===== src/common/isa_pkg.sv =====
package isa_pkg;

    // architectural widths
    localparam int XLEN       = 32;
    localparam int REG_ADDR_W = 5;
    localparam int NUM_REGS   = 32;

    // decoded slots offered by the front end each cycle
    localparam int NUM_SLOTS = 2;

    // data memory, word addressed through the low bits of the word index
    localparam int DMEM_WORDS  = 64;
    localparam int DMEM_ADDR_W = $clog2(DMEM_WORDS);

    typedef enum logic [3:0] {
        OP_NOP  = 4'd0,
        OP_ADD  = 4'd1,
        OP_SUB  = 4'd2,
        OP_AND  = 4'd3,
        OP_OR   = 4'd4,
        OP_XOR  = 4'd5,
        OP_ADDI = 4'd6,
        OP_LD   = 4'd7,
        OP_ST   = 4'd8
    } op_t;

endpackage


===== src/common/pipe_pkg.sv =====
package pipe_pkg;

    import isa_pkg::*;

    // one decoded instruction as offered by the source
    typedef struct packed {
        logic                  valid;
        op_t                   op;
        logic [REG_ADDR_W-1:0] rd;
        logic [REG_ADDR_W-1:0] rs1;
        logic [REG_ADDR_W-1:0] rs2;
        logic [XLEN-1:0]       imm;
    } id_slot_t;

    // issued instruction, operands already resolved
    // opb is the immediate for ADDI and LD, store data for ST
    typedef struct packed {
        logic                  valid;
        op_t                   op;
        logic [REG_ADDR_W-1:0] rd;
        logic [XLEN-1:0]       opa;
        logic [XLEN-1:0]       opb;
        logic [XLEN-1:0]       imm;
    } dispatch_ex_t;

    // forwarding source, also the register write record
    typedef struct packed {
        logic                  en;
        logic [REG_ADDR_W-1:0] addr;
        logic [XLEN-1:0]       data;
    } fwd_t;

    // execute result on its way to memory
    typedef struct packed {
        logic                  valid;
        op_t                   op;
        logic [REG_ADDR_W-1:0] rd;
        logic [XLEN-1:0]       result;
        logic [XLEN-1:0]       sdata;
    } ex_mem_t;

endpackage


===== src/dispatch/dispatch.sv =====
`timescale 1ns/1ps

module dispatch
    import isa_pkg::*, pipe_pkg::*;
(
    input  logic                       clk,
    input  logic                       reset_i,
    input  logic                       flush_i,

    // from the slot source
    input  id_slot_t [NUM_SLOTS-1:0]   slots_i,

    // register file
    output logic [1:0][REG_ADDR_W-1:0] rs_addr_o,
    input  logic [1:0][XLEN-1:0]       rs_data_i,

    // forwarding sources
    input  fwd_t                       ex_fwd_i,
    input  fwd_t                       mem_fwd_i,
    input  fwd_t                       wb_fwd_i,
    input  logic                       ex_is_load_i,

    output logic [NUM_SLOTS-1:0]       issue_o,
    output logic                       stall_o,
    output dispatch_ex_t               ex_o
);

    id_slot_t                         sel;
    logic [$clog2(NUM_SLOTS)-1:0]     sel_idx;
    logic                             any_valid;
    logic                             uses_rs1;
    logic                             uses_rs2;
    logic                             go;
    logic [XLEN-1:0]                  val_rs1;
    logic [XLEN-1:0]                  val_rs2;
    dispatch_ex_t                     ex_next;

    // newest producer wins, register 0 is hardwired
    function automatic logic [XLEN-1:0] resolve(input logic [REG_ADDR_W-1:0] addr,
                                                input logic [XLEN-1:0]       rf_data);
        logic [XLEN-1:0] val;
        if (addr == '0) begin
            val = '0;
        end else if (ex_fwd_i.en && ex_fwd_i.addr == addr) begin
            val = ex_fwd_i.data;
        end else if (mem_fwd_i.en && mem_fwd_i.addr == addr) begin
            val = mem_fwd_i.data;
        end else if (wb_fwd_i.en && wb_fwd_i.addr == addr) begin
            val = wb_fwd_i.data;
        end else begin
            val = rf_data;
        end
        return val;
    endfunction

    // oldest valid slot, slot 0 first
    always_comb begin
        sel_idx   = '0;
        any_valid = 1'b0;
        for (int i = NUM_SLOTS - 1; i >= 0; i--) begin
            if (slots_i[i].valid) begin
                sel_idx   = i[$clog2(NUM_SLOTS)-1:0];
                any_valid = 1'b1;
            end
        end
    end

    assign sel = slots_i[sel_idx];

    always_comb begin
        uses_rs1 = sel.valid && (sel.op != OP_NOP);
        case (sel.op)
            OP_ADD, OP_SUB, OP_AND, OP_OR, OP_XOR, OP_ST: uses_rs2 = sel.valid;
            default:                                      uses_rs2 = 1'b0;
        endcase
    end

    assign rs_addr_o[0] = sel.rs1;
    assign rs_addr_o[1] = sel.rs2;

    // load in execute, its data shows up one cycle too late
    assign stall_o = ex_is_load_i &&
                     ((uses_rs1 && sel.rs1 == ex_fwd_i.addr) ||
                      (uses_rs2 && sel.rs2 == ex_fwd_i.addr));

    assign go = any_valid && !stall_o && !flush_i;

    always_comb begin
        issue_o = '0;
        if (go) begin
            issue_o[sel_idx] = 1'b1;
        end
    end

    always_comb begin
        val_rs1 = resolve(sel.rs1, rs_data_i[0]);
        val_rs2 = resolve(sel.rs2, rs_data_i[1]);
    end

    always_comb begin
        ex_next       = '0;
        ex_next.valid = 1'b1;
        ex_next.op    = sel.op;
        ex_next.rd    = sel.rd;
        ex_next.imm   = sel.imm;
        ex_next.opa   = uses_rs1 ? val_rs1 : '0;
        case (sel.op)
            OP_ADDI, OP_LD: ex_next.opb = sel.imm;
            OP_NOP:         ex_next.opb = '0;
            default:        ex_next.opb = val_rs2;
        endcase
    end

    // execute register, bubble on flush, stall or empty slots
    always_ff @(posedge clk) begin
        if (reset_i) begin
            ex_o <= '0;
        end else if (go) begin
            ex_o <= ex_next;
        end else begin
            ex_o <= '0;
        end
    end

endmodule


===== config.mk =====
export PLATFORM = sky130hd
export DESIGN_NAME = dispatch
export DESIGN_NICKNAME = d
export VERILOG_FILES = /design/src/common/isa_pkg.sv /design/src/common/pipe_pkg.sv /design/src/dispatch/dispatch.sv
export SDC_FILE = /design/constraint.sdc
export NUM_CORES = 1
export LEC_CHECK = 0
export BUFFER_PORTS_ARGS = -buffer_cell sky130_fd_sc_hd__buf_2
export CORE_ASPECT_RATIO = 0.6
export CORE_MARGIN = 10
export CORE_UTILIZATION = 30
export CTS_BUF_LIST = sky130_fd_sc_hd__clkbuf_4 sky130_fd_sc_hd__clkbuf_8
export DETAILED_ROUTE_END_ITERATION = 10
export SETUP_SLACK_MARGIN = 0.1
export SKIP_CTS_REPAIR_TIMING = 1
export SLEW_MARGIN = 20
export SYNTH_ARGS = -nofsm -noshare
export SYNTH_HDL_FRONTEND = slang
export SYNTH_SLANG_ARGS = --single-unit

===== constraint.sdc =====
create_clock -name clk -period 2.55 [get_ports clk]
set_input_delay 0.255 -clock clk [delete_from_list [all_inputs] [get_ports clk]]
set_output_delay 0.255 -clock clk [all_outputs]
set_load 0.05 [all_outputs]

==> impl_metrics.yaml <==
outcome:
  outcome: "finished clean"
placement:
  place.gp.congestion: 0.904
  dpl.hpwl_mm: 25.6
  placed_area_um2: 9240
  dp.cells: 1415
  io_buffers: 404
synthesis:
  yosysSeqAreaShare: 0.327
  syn_area_per_cell_um2: 8.77
  synth_edf_count: 0
  yosysTopAreaCell: "dfxtp_1"
  synth_simple_gate_area_frac: 0.145
  postSynthCellCount: 740
  synth_area_um2: 6490
  synth_xor_area_frac: 0.0392
  synth_compound_area_frac: 0.261
  yosysWarnings: 0
  synthArstFlopShare: 0
  yosys.cell_types.count: 52
  synth_flop_cell: "dfxtp_1"
  yosys.area_share.adder: 0
  ys_ff_latch: 106
  syn_nets: 1026
  synthMuxAreaShare: 0.170
  synth_top_area_frac: 0.327
  synth_top_family_by_area: "compound AO/OA/AOI/OAI gates"
  synth.top_cells.by_area: "dfxtp_1, mux2i_1, a211o_1"
clock_network:
  clkSinkCount: 106
  cts_tree: "yes"
  h-tree-depth: 3
  numCtsBuffers: 9
  cts_buffer_depth: 2
  clkTransAtPathRegs_ns: 0.11
  cts-root-buf: "clkbuf_8"
setup_path:
  end_kind: "output pin"
  cpPeakStageDelay_ns: 0.40
  path_class: "input pin to output pin"
  worst-endpoint-required_ns: 2.30
  crit_slowest_cell: "a2111oi_4"
  cp_max_fo: 5
  setup.worst_path.start_class: "input pin"
  path_cells: "buf_2, nor2b_4, buf_12, mux2i_4, xnor2_2, a2111oi_4, buf_4, a32oi_4, nor2_4, nor3b_4, buf_6"
  crit_arrival_ns: 2.19
drt:
  via_count: 7376
  drt_wl_total_mm: 32.6
  final_antenna_net_count: 0
  route.detailed.drc: 0
  wire_per_inst_um: 22.6
  vias_per_cell: 5.10
  dr.pass1.iters: 5
  drt_iter0_markers: 398
timing:
  fin_tns_setup_ns: 0
  slew_violations: 0
  max_slew_margin: 0.665
  tightest_slew_ns: 0.491
  hold_viol_final: 0
  setup_viol: 0
  fmax_mhz: 409
  min_period_over_period: 0.960
  period_needed_ns: 2.45
  rsz0062_at_grt: "false"
layout:
  fin_cells: 1445
  syn_to_final_growth_pct: 48.9
  largest_reg_flops: 106
  regMostFlops: "ex_o"
  reg_top3: "ex_o (106)"
  design_area_um2: 9660
  fin_util: 0.457
  nFillCells: 2141
  drive_gt1_frac: 0.492
  nNetsFinal: 1440
floorplanning:
  start_util: 0.307
  die-width_um: 210
  row_count: 41
  die_y_um: 134
  io_pins: 405
  die_area_um2: 28100
  core_um2: 21100
global_route:
  grt_pass1_vias: 7620
  grt_max_degree: 65
  track_usage: 0.215
  antenna_found_initial: 12
  grt-ovfl-total: 0
  grt_pass1_wl_mm: 47.2
power:
  power_density_nw_per_um2: 452
  pwr-share-comb: 0.354
  seq_power_share: 0.402
  p_int_uw: 2710
  p_leak_uw: 0.00497
  p_sw_uw: 1650
  ir_worst_vdd_uv: 233
  power_frac_clock: 0.243
  switching_share: 0.379
hold_path:
  hold_depth: 3
  hp-start: "slots_i[94]"
  hp-class: "input pin to flip-flop"
  holdPathEnd: "ex_o[96]"
flow_run:
  drv_cap: 0
==> layout by cell type (no fill, tap or decap), types with 4 or more instances in the layout <==
master | Yosys | layout
a211o_1 | 64 | 64
a211oi_1 | 6 | 6
a211oi_2 | 30 | 30
a21oi_1 | 45 | 45
a21oi_2 | 30 | 30
buf_12 | 0 | 20
buf_2 | 29 | 401
buf_4 | 3 | 38
clkbuf_8 | 0 | 9
dfxtp_1 | 106 | 106
diode_2 | 0 | 7
inv_1 | 14 | 14
mux2i_1 | 101 | 101
mux2i_4 | 1 | 4
nand2_1 | 49 | 49
nand2b_1 | 9 | 8
nor2_1 | 136 | 135
nor3_1 | 7 | 5
o21ai_0 | 4 | 4
xnor2_1 | 13 | 10
xor2_1 | 16 | 15
==> cell type report <==
| cell class | instances | area, um2 | area share |
|---|---|---|---|
| Tap cell | 279 | 349 | 0.0361 |
| Timing Repair Buffer | 463 | 2750 | 0.285 |
| Antenna cell | 7 | 17.5 | 0.00181 |
| Inverter | 14 | 52.6 | 0.00544 |
| Multi-Input combinational cell | 560 | 4180 | 0.432 |
| Clock buffer | 9 | 124 | 0.0128 |
| Clock inverter | 7 | 65.1 | 0.00674 |
| Sequential cell | 106 | 2120 | 0.220 |
==> cells by family (layout without fill, tap and decap cells) <==
logic type | Yosys count | in the layout
simple gates | 223 | 223
flops | 106 | 106
compound gates | 201 | 201
mux | 107 | 107
xor+xnor | 29 | 29
buf+inv | 74 | 493
other cells | 0 | 7
==> worst max-delay path by stage <==
stage | to | start | depth (start not counted) | slack [ns]
2_1_floorplan | ex_o[39] | slots_i[103] | 9 | 0.15
3_3_place_gp | ex_o[3] | slots_i[103] | 12 | -0.13
3_5_place_dp | ex_o[3] | slots_i[103] | 12 | -0.14
4_1_cts | stall_o | slots_i[103] | 10 | -0.07
5_1_grt | issue_o[0] | slots_i[51] | 11 | 0.07
6_report | issue_o[0] | slots_i[51] | 11 | 0.10
==> layer usage <==
| metal | part of all wire | global-route usage | wire (um) |
|---|---|---|---|
| met5 | 0.0014 | 0 | 46 |
| met4 | 0.0086 | 0.0398 | 281 |
| met1 | 0.42 | 0.263 | 13800 |
| met2 | 0.47 | 0.356 | 15300 |
| met3 | 0.096 | 0.0800 | 3120 |
==> metrics by stage <==
| stage | setup slack, ns | hold WS (ns) | power (uW) |
|---|---|---|---|
| after global placement | -0.132 | 0.496 | 3280 |
| after CTS | -0.0666 | 0.0289 | 4380 |
| final | 0.103 | 0.0813 | 4360 |
| after global routing | 0.0690 | 0.0476 | 4580 |
| after floorplan | 0.149 | 0.391 | 2670 |
| after detailed placement | -0.139 | 0.503 | 3290 |
==> critical path, delay by kind of cell <==
family	cells	cell delay (ns)
AOI/OAI and AO/OA	2	0.47
xor gates and xnor gates	1	0.10
buffers and inverters	4	0.63
muxes	1	0.27
and+or+nand+nor	3	0.43
==> power groups by stage <==
stage               logic (uW)  registers, uW  clock network [uW]
floorplan                  596           2070                   0
finish                    1550           1760                1060
CTS                       1500           1760                1120
global route              1640           1760                1180
detailed placement        1500           1790                   0
global placement          1490           1790                   0
==> synth_stat cells (5+ instances only) <==
| library cell | n |
|---|---|
| a211o_1 | 64 |
| a211oi_1 | 6 |
| a211oi_2 | 30 |
| a21oi_1 | 45 |
| a21oi_2 | 30 |
| buf_2 | 29 |
| buf_6 | 5 |
| clkbuf_1 | 20 |
| dfxtp_1 | 106 |
| inv_1 | 14 |
| mux2i_1 | 101 |
| nand2_1 | 49 |
| nand2b_1 | 9 |
| nor2_1 | 136 |
| nor3_1 | 7 |
| xnor2_1 | 13 |
| xor2_1 | 16 |
Power figures use the tool's default switching activity.
