==> src/common/isa_pkg.sv <==
package isa_pkg;

    // architectural widths
    localparam int XLEN       = 32;
    localparam int REG_ADDR_W = 5;
    localparam int NUM_REGS   = 32;

    // decoded slots offered by the front end each cycle
    localparam int NUM_SLOTS = 2;

    // data memory, word addressed through the low bits of the word index
    localparam int DMEM_WORDS  = 64;
    localparam int DMEM_ADDR_W = $clog2(DMEM_WORDS);

    typedef enum logic [3:0] {
        OP_NOP  = 4'd0,
        OP_ADD  = 4'd1,
        OP_SUB  = 4'd2,
        OP_AND  = 4'd3,
        OP_OR   = 4'd4,
        OP_XOR  = 4'd5,
        OP_ADDI = 4'd6,
        OP_LD   = 4'd7,
        OP_ST   = 4'd8
    } op_t;

endpackage

==> src/common/pipe_pkg.sv <==
package pipe_pkg;

    import isa_pkg::*;

    // one decoded instruction as offered by the source
    typedef struct packed {
        logic                  valid;
        op_t                   op;
        logic [REG_ADDR_W-1:0] rd;
        logic [REG_ADDR_W-1:0] rs1;
        logic [REG_ADDR_W-1:0] rs2;
        logic [XLEN-1:0]       imm;
    } id_slot_t;

    // issued instruction, operands already resolved
    // opb is the immediate for ADDI and LD, store data for ST
    typedef struct packed {
        logic                  valid;
        op_t                   op;
        logic [REG_ADDR_W-1:0] rd;
        logic [XLEN-1:0]       opa;
        logic [XLEN-1:0]       opb;
        logic [XLEN-1:0]       imm;
    } dispatch_ex_t;

    // forwarding source, also the register write record
    typedef struct packed {
        logic                  en;
        logic [REG_ADDR_W-1:0] addr;
        logic [XLEN-1:0]       data;
    } fwd_t;

    // execute result on its way to memory
    typedef struct packed {
        logic                  valid;
        op_t                   op;
        logic [REG_ADDR_W-1:0] rd;
        logic [XLEN-1:0]       result;
        logic [XLEN-1:0]       sdata;
    } ex_mem_t;

endpackage

==> src/logic/exec_stage.sv <==
`timescale 1ns/1ps

module exec_stage
    import isa_pkg::*, pipe_pkg::*;
(
    input  logic         clk,
    input  logic         reset_i,
    input  logic         flush_i,
    input  dispatch_ex_t ex_i,
    output fwd_t         ex_fwd_o,
    output logic         ex_is_load_o,
    output ex_mem_t      mem_o
);

    logic [XLEN-1:0] result;
    logic            is_alu;

    always_comb begin
        is_alu = 1'b0;
        case (ex_i.op)
            OP_ADD: begin
                result = ex_i.opa + ex_i.opb;
                is_alu = 1'b1;
            end
            OP_SUB: begin
                result = ex_i.opa - ex_i.opb;
                is_alu = 1'b1;
            end
            OP_AND: begin
                result = ex_i.opa & ex_i.opb;
                is_alu = 1'b1;
            end
            OP_OR: begin
                result = ex_i.opa | ex_i.opb;
                is_alu = 1'b1;
            end
            OP_XOR: begin
                result = ex_i.opa ^ ex_i.opb;
                is_alu = 1'b1;
            end
            OP_ADDI: begin
                result = ex_i.opa + ex_i.opb;
                is_alu = 1'b1;
            end
            // address for loads and stores
            OP_LD, OP_ST: result = ex_i.opa + ex_i.imm;
            default:      result = '0;
        endcase
    end

    // address is published even for loads, dispatch uses it for the hazard
    assign ex_fwd_o.en   = ex_i.valid && is_alu && ex_i.rd != '0;
    assign ex_fwd_o.addr = ex_i.rd;
    assign ex_fwd_o.data = result;

    assign ex_is_load_o = ex_i.valid && ex_i.op == OP_LD && ex_i.rd != '0;

    // a flush drops the instruction now in execute
    always_ff @(posedge clk) begin
        if (reset_i) begin
            mem_o.valid <= 1'b0;
        end else begin
            mem_o.valid  <= ex_i.valid && !flush_i;
            mem_o.op     <= ex_i.op;
            mem_o.rd     <= ex_i.rd;
            mem_o.result <= result;
            mem_o.sdata  <= ex_i.opb;
        end
    end

endmodule

==> config.mk <==
export PLATFORM = sky130hd
export DESIGN_NAME = exec_stage
export DESIGN_NICKNAME = d
export VERILOG_FILES = /design/src/common/isa_pkg.sv /design/src/common/pipe_pkg.sv /design/src/logic/exec_stage.sv
export SDC_FILE = /design/constraint.sdc
export NUM_CORES = 1
export LEC_CHECK = 0
export BUFFER_PORTS_ARGS = -buffer_cell sky130_fd_sc_hd__buf_4
export CELL_PAD_IN_SITES_DETAIL_PLACEMENT = 1
export CELL_PAD_IN_SITES_GLOBAL_PLACEMENT = 1
export CORE_ASPECT_RATIO = 0.6
export CORE_MARGIN = 2
export CORE_UTILIZATION = 39
export DETAILED_ROUTE_END_ITERATION = 10
export PLACE_DENSITY_LB_ADDON = 0.05
export SETUP_SLACK_MARGIN = 0.02
export SYNTH_ARGS = -nofsm -noshare
export SYNTH_HDL_FRONTEND = slang
export SYNTH_SLANG_ARGS = --single-unit
==> constraint.sdc <==
create_clock -name clk -period 8.65 [get_ports clk]
set_input_delay 1.73 -clock clk [delete_from_list [all_inputs] [get_ports clk]]
set_output_delay 1.73 -clock clk [all_outputs]
set_load 0.05 [all_outputs]
==> flow_summary.ini, run 1 <==
[run_status]
status = finished clean

[clock_tree]
clockBufferDepth = 2
clock-root-buffer = clkbuf_16
cts.clk_slew.worst_paths_ns = 0.06
ctsHoldBuffers = 0
cts_tree = done
clock-sinks = 74
post_cts_resized = 0
cts_made_buffers = 9
ctsHtreeMaxLevel = 3
post_cts_buffers = 0

[drt]
drtIter0Drc = 637
wl_per_cell_microns = 23.5
vias_per_cell = 6.00
routed_wl_microns = 27800
remaining_drc_errors = 0
drtAntennaViolNets = 0
drtPass1Iterations = 5
vias = 7095

[sta]
rsz0062_at_grt = false
finalSetupViolCount = 0
clock.fmax_mhz = 121
tns_ns = 0
hold_violations = 0
period_needed_ns = 8.28
finalCritPeriodShare_pct = 95.7
finalWorstSetupSlack_ns = 0.370
tightest_slew_ns = 1.15
slew_violations = 0
slew_headroom_pct = 23.0
whs_ns = 1.55

[grt]
overflow = 0
grt.met2_usage_pct = 42.6
antenna_found_initial = 0
first_global_vias = 7284
grt_use_total_pct = 29.2
use_met1_pct = 43.2
busiest_layer = met1
grt_use_met3_pct = 7.03
grt_pass1_wl_microns = 42300
grt_max_degree = 74

[yosys]
synth_flop_cell = edfxtp_1
syn_area_sq_um = 6970
yosys_warnings = 0
synth_nets = 960
yosysSeqAreaShare_pct = 31.7
syn_inst = 745
ys_ff_latch = 74
avgSynthCellArea_sq_um = 9.36
synth_edf_count = 73
async_reset_ff_share_pct = 0
synth.distinct_cells = 68

[worst_setup_path]
path_cells = buf_4 -> or3_1 -> or3_4 -> or3_4 -> or3_4 -> nor3_2 -> nor3_1 -> a221o_1 -> ha_1 -> a21o_1 -> o21bai_1 -> a221oi_1 -> nor2b_1 -> o41ai_1 -> a31oi_1 -> nor4_1 -> or3_1 -> buf_4
critical-path-top-cell-by-count = or3_4
path_class = input pin to primary output
crit_slowest_cell = or3_1
cp-start-kind = input pin
required_ns = 6.92
critPathTopFamily = simple AND/OR/NAND/NOR gates
crit_buf_inv = 2
cp_slowest_stage_delay_ns = 0.45
critPathMaxFanout = 6
arrival_ns = 6.55
setup.worst_path.end_class = primary output

[power_and_ir_drop]
power.share.switching_pct = 43.7
p_sw_uw = 713
pwr_density_cell_nw_per_um2 = 180
peakVddDrop_uv = 94.9
power_frac_seq_pct = 27.7
intPower_uw = 921
p_clk_share_pct = 23.4
combinationalPowerShare_pct = 48.8
p_leak_nw = 4.19

[floorplan]
die_area_sq_um = 19000
pin_count = 222
initial_core_util_pct = 40.3
die_width_microns = 177
design.core.area_sq_um = 17300
dieHeight_microns = 108
fp-row-count = 37

[final_layout]
design_area_sq_um = 9100
largest_reg_flops = 74
diodes = 0
nFillCells = 2047
top_regs = mem_o: 74 flops
regMostFlops = mem_o
final_nets = 1158
layout-drive-gt1-share_pct = 28.5
syn_to_final_growth_pct = 30.6

[placement]
dpl_cell_area_sq_um = 8810
place_congestion = 0.951
place_ws_ns = 0.459
dp_hpwl_microns = 21400
port_buffers = 221

[min_path]
min-delay-start = flush_i
hp-class = input pin to flip-flop
holdPathStages = 2
whs_endpoint = mem_o[73]

[job]
drv_cap = 0
synthesized netlist by cell type (all sizes together), types with 2 or more instances:
cell type | instances | area (sq um)
clkbuf | 32 | 120
o21a | 2 | 15.0
a31o | 2 | 17.5
a311oi | 2 | 17.5
xor2 | 15 | 131
and2 | 2 | 12.5
a21boi | 2 | 15.0
a21oi | 41 | 205
nand4 | 11 | 68.8
or3 | 7 | 58.8
a41oi | 5 | 43.8
edfxtp | 73 | 2190
nand2b | 4 | 25.0
nand3 | 12 | 60.1
o221ai | 27 | 243
buf | 15 | 113
nor2b | 4 | 25.0
o21ai | 37 | 185
nor4 | 8 | 71.3
a221o | 15 | 150
inv | 78 | 293
a221oi | 8 | 70.1
xnor2 | 14 | 123
nor3 | 27 | 145
and4 | 2 | 17.5
nor2 | 46 | 180
nor3b | 5 | 37.5
a22oi | 29 | 218
or4 | 4 | 37.5
o41ai | 2 | 25.0
o21bai | 6 | 45.0
a21o | 19 | 144
ha | 105 | 1310
nand2 | 38 | 143
o311ai | 3 | 26.3
a211oi | 6 | 45.0
o31ai | 6 | 45.0
o211ai | 5 | 37.5
a222oi | 5 | 50.1
a31oi | 4 | 25.0
cell families after synthesis:
group	count (synthesis)	synth area share, %
fa+ha+maj	106	19.1
buf+inv	125	7.54
flops	74	31.7
xor+xnor	29	3.64
simple gates	177	13.6
compound gates	234	24.4
final cells by class:
type	count	area, sq um	area share, %
multi-input cells	546	4260	46.8
flip-flops and latches	74	2210	24.3
repair buffers	234	1760	19.3
inverters	78	294	3.23
well taps	234	293	3.22
clock buffers	11	233	2.56
clock inverters	5	56.3	0.619
layer usage:
metal | part of all wire, % | vias up
met5 | 0 | -
met4 | 1.1 | 0
met3 | 8.8 | 25
met2 | 41 | 324
met1 | 49 | 3525
li1 | - | 3221
metrics by stage:
stage | std cells | util [%] | power, mW
6_report | 1182 | 52.6 | 1.63
4_1_cts | 1182 | 52.6 | 1.63
3_3_place_gp | 1166 | 50.9 | 1.23
3_5_place_dp | 1166 | 50.9 | 1.25
2_1_floorplan | 745 | - | 0.971
5_1_grt | 1182 | 52.6 | 1.70
how the worst max path moves through the flow:
stage               from      endpoint  depth (start not counted)
2_1_floorplan  ex_i[101]  ex_fwd_o[25]                         17
3_3_place_gp    ex_i[34]  ex_fwd_o[27]                         18
3_5_place_dp    ex_i[34]  ex_fwd_o[27]                         18
4_1_cts         ex_i[34]  ex_fwd_o[27]                         18
5_1_grt         ex_i[34]  ex_fwd_o[27]                         18
6_report        ex_i[34]  ex_fwd_o[30]                         18
power by group through the flow:
stage	clock network, mW	registers [mW]	logic, mW
final	0.383	0.453	0.798
after global routing	0.401	0.457	0.845
after CTS	0.390	0.454	0.790
after detailed placement	0	0.461	0.785
after global placement	0	0.460	0.772
after floorplan	0	0.595	0.376
cell usage in the layout (no fill, tap or decap), types with 12 or more instances in the layout:
| master | instances |
|---|---|
| a22oi_1 | 29 |
| nor3_1 | 24 |
| edfxtp_1 | 73 |
| xor2_1 | 15 |
| o21ai_0 | 37 |
| a21oi_1 | 40 |
| xnor2_1 | 14 |
| nand3_1 | 12 |
| o221ai_1 | 26 |
| buf_4 | 234 |
| nor2_1 | 45 |
| a21o_1 | 18 |
| ha_1 | 105 |
| a221o_1 | 15 |
| nand2_1 | 38 |
| inv_1 | 77 |
Power figures use the tool's default switching activity.
==> run 2, diff against run 1 <==
--- a/config.mk
+++ b/config.mk
@@ -5,12 +5,13 @@
 export SDC_FILE = /design/constraint.sdc
 export NUM_CORES = 1
 export LEC_CHECK = 0
+export ABC_AREA = 1
 export BUFFER_PORTS_ARGS = -buffer_cell sky130_fd_sc_hd__buf_4
 export CELL_PAD_IN_SITES_DETAIL_PLACEMENT = 1
 export CELL_PAD_IN_SITES_GLOBAL_PLACEMENT = 1
 export CORE_ASPECT_RATIO = 0.6
 export CORE_MARGIN = 2
-export CORE_UTILIZATION = 39
+export CORE_UTILIZATION = 38
 export DETAILED_ROUTE_END_ITERATION = 10
 export PLACE_DENSITY_LB_ADDON = 0.05
 export SETUP_SLACK_MARGIN = 0.02
==> run 2 against run 1 <==
  * Setup slack improved by 0.68 ns
  * Sequential share of layout area fell by 1.2 points
  * Design area rose by 5.0%
  * Worst hold slack got worse by 0.028 ns
  * Via count rose by 12%
  * Routed wire length rose by 11%
  * Critical endpoint is now ex_fwd_o[10]
  * Highest routed layer unchanged
==> flow_summary.ini, run 2 <==
[run_status]
status = finished clean

[drt]
remaining_drc_errors = 0
wl_per_cell_microns = 21.7
drtAntennaViolNets = 0
drtPass1Iterations = 5
vias_per_cell = 5.56
drtIter0Drc = 647
routed_wl_microns = 30900
vias = 7940

[final_layout]
layout-drive-gt1-share_pct = 24.0
final-seq-area_sq_um = 2210
layout_common_cells = 227 x buf_4, 209 x nand2_1, 116 x nor2_1
final_cells = 1428
top_regs = mem_o: 74 flops
nFillCells = 2408
syn_to_final_growth_pct = 29.6
final_nets = 1392
diodes = 0
regMostFlops = mem_o
mostFrequentLayoutCell = buf_4
multi_input_area_sq_um = 4600
largest_reg_flops = 74

[yosys]
ys_ff_latch = 74
synth_edf_count = 73
synth_nets = 1181
yosysSeqAreaShare_pct = 30.0
synth_top_area_share_pct = 29.7
yosysTopAreaCell = edfxtp_1
synth_flop_cell = edfxtp_1
synth_common_cells = 209 x nand2_1, 117 x nor2_1, 111 x inv_1, 105 x ha_1, 73 x edfxtp_1
synth_area_leaders = edfxtp_1 30%, ha_1 18%, nand2_1 11%
yosys_warnings = 0
yosysMostFrequentCell = nand2_1
synth.distinct_cells = 51
avgSynthCellArea_sq_um = 7.63
async_reset_ff_share_pct = 0
syn_inst = 966
syn_area_sq_um = 7370

[sta]
hold_violations = 0
slew_headroom_pct = 25.6
tns_ns = 0
slew_violations = 0
period_needed_ns = 7.60
finalCritPeriodShare_pct = 87.8
rsz0062_at_grt = false
finalSetupViolCount = 0
tightest_slew_ns = 1.12
clock.fmax_mhz = 132

[grt]
grt_use_total_pct = 30.3
overflow = 0
first_global_vias = 7711
antenna_found_initial = 0
grt_pass1_wl_microns = 46800
grt_max_degree = 43

[clock_tree]
post_cts_buffers = 0
cts_made_buffers = 9
clock-root-buffer = clkbuf_16
post_cts_resized = 0
ctsHtreeMaxLevel = 3
ctsHoldBuffers = 0
clock-sinks = 74
clockBufferDepth = 2
cts_tree = done
cts.clk_slew.worst_paths_ns = 0.06

[floorplan]
pin_count = 222
fp-row-count = 39
die_area_sq_um = 20600
dieHeight_microns = 112
design.core.area_sq_um = 19000
die_width_microns = 184
initial_core_util_pct = 38.8

[worst_setup_path]
cp-start-kind = input pin
arrival_ns = 5.87
setup.worst_path.end_class = primary output
required_ns = 6.92
path_class = input pin to primary output
critPathMaxFanout = 33

[placement]
port_buffers = 221
place_congestion = 0.940
dp.cells = 1412
dp_hpwl_microns = 25500

[power_and_ir_drop]
p_leak_nw = 4.52
pwr_density_cell_nw_per_um2 = 170
peakVddDrop_uv = 92.4

[min_path]
hp-class = input pin to flip-flop

[job]
drv_cap = 0
[run 2: final cells by class]
class,count,area share [%]
clock inverter,6,0.707
inverter,116,4.57
timing repair buffer,227,17.8
multi-input combinational,749,48.1
sequential,74,23.1
tap,246,3.22
clock buffer,10,2.40
[run 2: kinds of logic after synthesis]
kind of cell | after synthesis | share of synthesized area, %
AOI/OAI and AO/OA | 185 | 16.0
xor gates and xnor gates | 15 | 1.78
adders and majority gates | 106 | 18.1
buffers and inverters | 143 | 7.89
DFF | 74 | 30.0
and+or+nand+nor | 443 | 26.2
[run 2: critical path, stage by stage]
cell       delay, ns
buf_4           0.12
inv_1           0.11
nand2_2         0.11
nor2_1          0.11
a31oi_1         0.08
inv_1           0.84
o21ai_0         0.40
ha_1            0.35
fa_1            0.46
nand3_1         0.12
nand2_1         0.17
a21oi_2         0.27
o21bai_1        0.15
or2_2           0.29
nand3_1         0.12
o2111ai_1       0.18
buf_4           0.24
[run 2: path summary, 6_finish.rpt]
| kind | startpoint | cells after the start | end | slack (ns) |
|---|---|---|---|---|
| worst max-delay path | ex_i[104] | 17 | ex_fwd_o[10] | 1.05 |
| worst min-delay path | flush_i | 2 | mem_o[73] | 1.52 |
[run 2: stage by stage]
step / setup WS [ns] / instance area [sq um] / hold WS [ns] / power (mW) / utilization, %
2_1_floorplan: 2.15 / 7370 / 1.80 / 0.953 / -
3_3_place_gp: 1.18 / 9260 / 1.89 / 1.22 / 48.7
3_5_place_dp: 1.12 / 9260 / 1.89 / 1.23 / 48.7
4_1_cts: 1.11 / 9560 / 1.50 / 1.63 / 50.2
5_1_grt: 0.640 / 9560 / 1.51 / 1.70 / 50.2
6_report: 1.05 / 9560 / 1.52 / 1.62 / 50.2
[run 2: power breakdown]
group | internal [mW] | switching (mW) | leakage [nW]
registers | 0.439 | 0.0103 | 0.717
logic | 0.231 | 0.553 | 3.67
clock network | 0.224 | 0.166 | 0.139
total | 0.894 | 0.729 | 4.52
[run 2: per-layer routing]
| metal | part of all wire (%) | up-vias | global-route usage [%] |
|---|---|---|---|
| met2 | 37 | 314 | 39.8 |
| met5 | 0 | - | 0 |
| met1 | 52 | 3877 | 48.1 |
| met3 | 10 | 14 | 9.22 |
| met4 | 0.62 | 0 | 4.69 |
| li1 | - | 3735 | - |
==> run 3, diff against run 2 <==
==> constraint.sdc (replaced) <==
create_clock -name clk -period 7.7 [get_ports clk]
set_input_delay 1.54 -clock clk [delete_from_list [all_inputs] [get_ports clk]]
set_output_delay 1.54 -clock clk [all_outputs]
set_load 0.05 [all_outputs]
==> run 3 against run 2 <==
  * Non-clock buffer count decreased by 1
  * Clock power increased by 12%
  * Via count increased by 0.62%
  * Cell count about the same
  * Flip-flop and latch count unchanged
==> flow_summary.ini, run 3 (same netlist as run 2, synthesis figures left out) <==
[run_status]
status = finished clean

[final_layout]
regMostFlops = mem_o
mostFrequentLayoutCell = buf_4
final_cells = 1427
largest_reg_flops = 74
layout_common_cells = 226 x buf_4, 209 x nand2_1, 116 x nor2_1
top_regs = mem_o: 74 flops
fin_util_pct = 50.1
layout-drive-gt1-share_pct = 23.9
final_nets = 1391
diodes = 0
design_area_sq_um = 9540
syn_to_final_growth_pct = 29.4

[grt]
first_global_vias = 7806
overflow = 0
grt_use_total_pct = 30.9
grt_max_degree = 75
antenna_found_initial = 1
grt_pass1_wl_microns = 47000

[worst_setup_path]
arrival_ns = 5.38
crit_buf_inv = 4
cp-startpoint = ex_i[104]
crit_slowest_cell = inv_1
path_class = input pin to primary output
worst-path-stages = 20
required_ns = 6.16
cp-start-kind = input pin
setup.worst_path.end_class = primary output
critPathMaxFanout = 33
critical-path-top-cell-by-count = nand2_1
path_cells = buf_4 -> inv_1 -> nand2_2 -> nor2_1 -> a31oi_1 -> inv_1 -> nand2_1 -> o221ai_1 -> ha_1 -> a21oi_1 -> nand2_1 -> nand2_1 -> nand3_1 -> nand2_1 -> nand2_1 -> a21oi_1 -> nand3_1 -> nand3_1 -> nand2_1 -> buf_4
critPathTopFamily = simple AND/OR/NAND/NOR gates
cp_slowest_stage_delay_ns = 0.89

[power_and_ir_drop]
p_leak_nw = 4.52
pwr_density_cell_nw_per_um2 = 192
power_frac_seq_pct = 27.6
combinationalPowerShare_pct = 48.5
peakVddDrop_uv = 109
intPower_mw = 1.00
power.share.switching_pct = 45.1
p_sw_uw = 825
p_clk_share_pct = 23.9
finalPower_mw = 1.83

[sta]
whs_ns = 1.33
rsz0062_at_grt = false
hold_violations = 0
period_needed_ns = 6.92
slew_headroom_pct = 18.7
finalSetupViolCount = 0
slew_violations = 0
clock.fmax_mhz = 145
finalWorstSetupSlack_ns = 0.783
tns_ns = 0
tightest_slew_ns = 1.22
finalCritPeriodShare_pct = 89.8

[placement]
dpl_cell_area_sq_um = 9250
dp_hpwl_microns = 25800
port_buffers = 221
place_ws_ns = 0.846
dp.cells = 1411
place_congestion = 0.927

[clock_tree]
ctsHoldBuffers = 0
cts_made_buffers = 9
clock-root-buffer = clkbuf_16
post_cts_resized = 0
clockBufferDepth = 2
cts_tree = done
clock-sinks = 74
post_cts_buffers = 0
ctsHtreeMaxLevel = 3
cts.clk_slew.worst_paths_ns = 0.06

[drt]
vias_per_cell = 5.60
routed_wl_microns = 32100
vias = 7989
drtIter0Drc = 645
drtPass1Iterations = 5
remaining_drc_errors = 0
wl_per_cell_microns = 22.5
drtAntennaViolNets = 0

[job]
drv_cap = 0

[min_path]
min-delay-start = flush_i
holdPathStages = 2
hp-class = input pin to flip-flop

[floorplan]
initial_core_util_pct = 38.8
pin_count = 222
dieHeight_microns = 112
die_width_microns = 184
design.core.area_sq_um = 19000
fp-row-count = 39
die_area_sq_um = 20600
## run 3: cell types whose count changed in the layout (fill, tap and decap cells not counted)
cell	change
clkbuf_1	+1
clkinv_4	-1
clkinvlp_4	-1
buf_4	-1
clkinv_2	+1
## run 3: cell type report
type | instances | area [sq um]
tap | 246 | 308
timing repair buffer | 226 | 1700
sequential | 74 | 2210
inverter | 116 | 437
clock inverter | 5 | 56.3
multi-input combinational | 749 | 4600
clock buffer | 11 | 233
fill | 2419 | 9490
## run 3: power groups by stage
stage | Sequential (mW) | Clock (mW) | Combinational (mW)
after global placement | 0.512 | 0 | 0.859
after detailed placement | 0.514 | 0 | 0.871
after global routing | 0.509 | 0.458 | 0.941
final | 0.505 | 0.436 | 0.887
after floorplan | 0.659 | 0 | 0.412
after CTS | 0.506 | 0.446 | 0.876
## run 3: final timing paths
check | endpoint | slack, ns
min | mem_o[73] | 1.33
max | ex_fwd_o[31] | 0.78
## run 3: metal layers
| metal | track usage, % | routed length [microns] | share of wire [%] |
|---|---|---|---|
| met2 | 41.4 | 12300 | 38 |
| met3 | 10.4 | 3320 | 10 |
| met5 | 0 | 0 | 0 |
| met1 | 47.8 | 16200 | 51 |
| met4 | 4.85 | 243 | 0.76 |
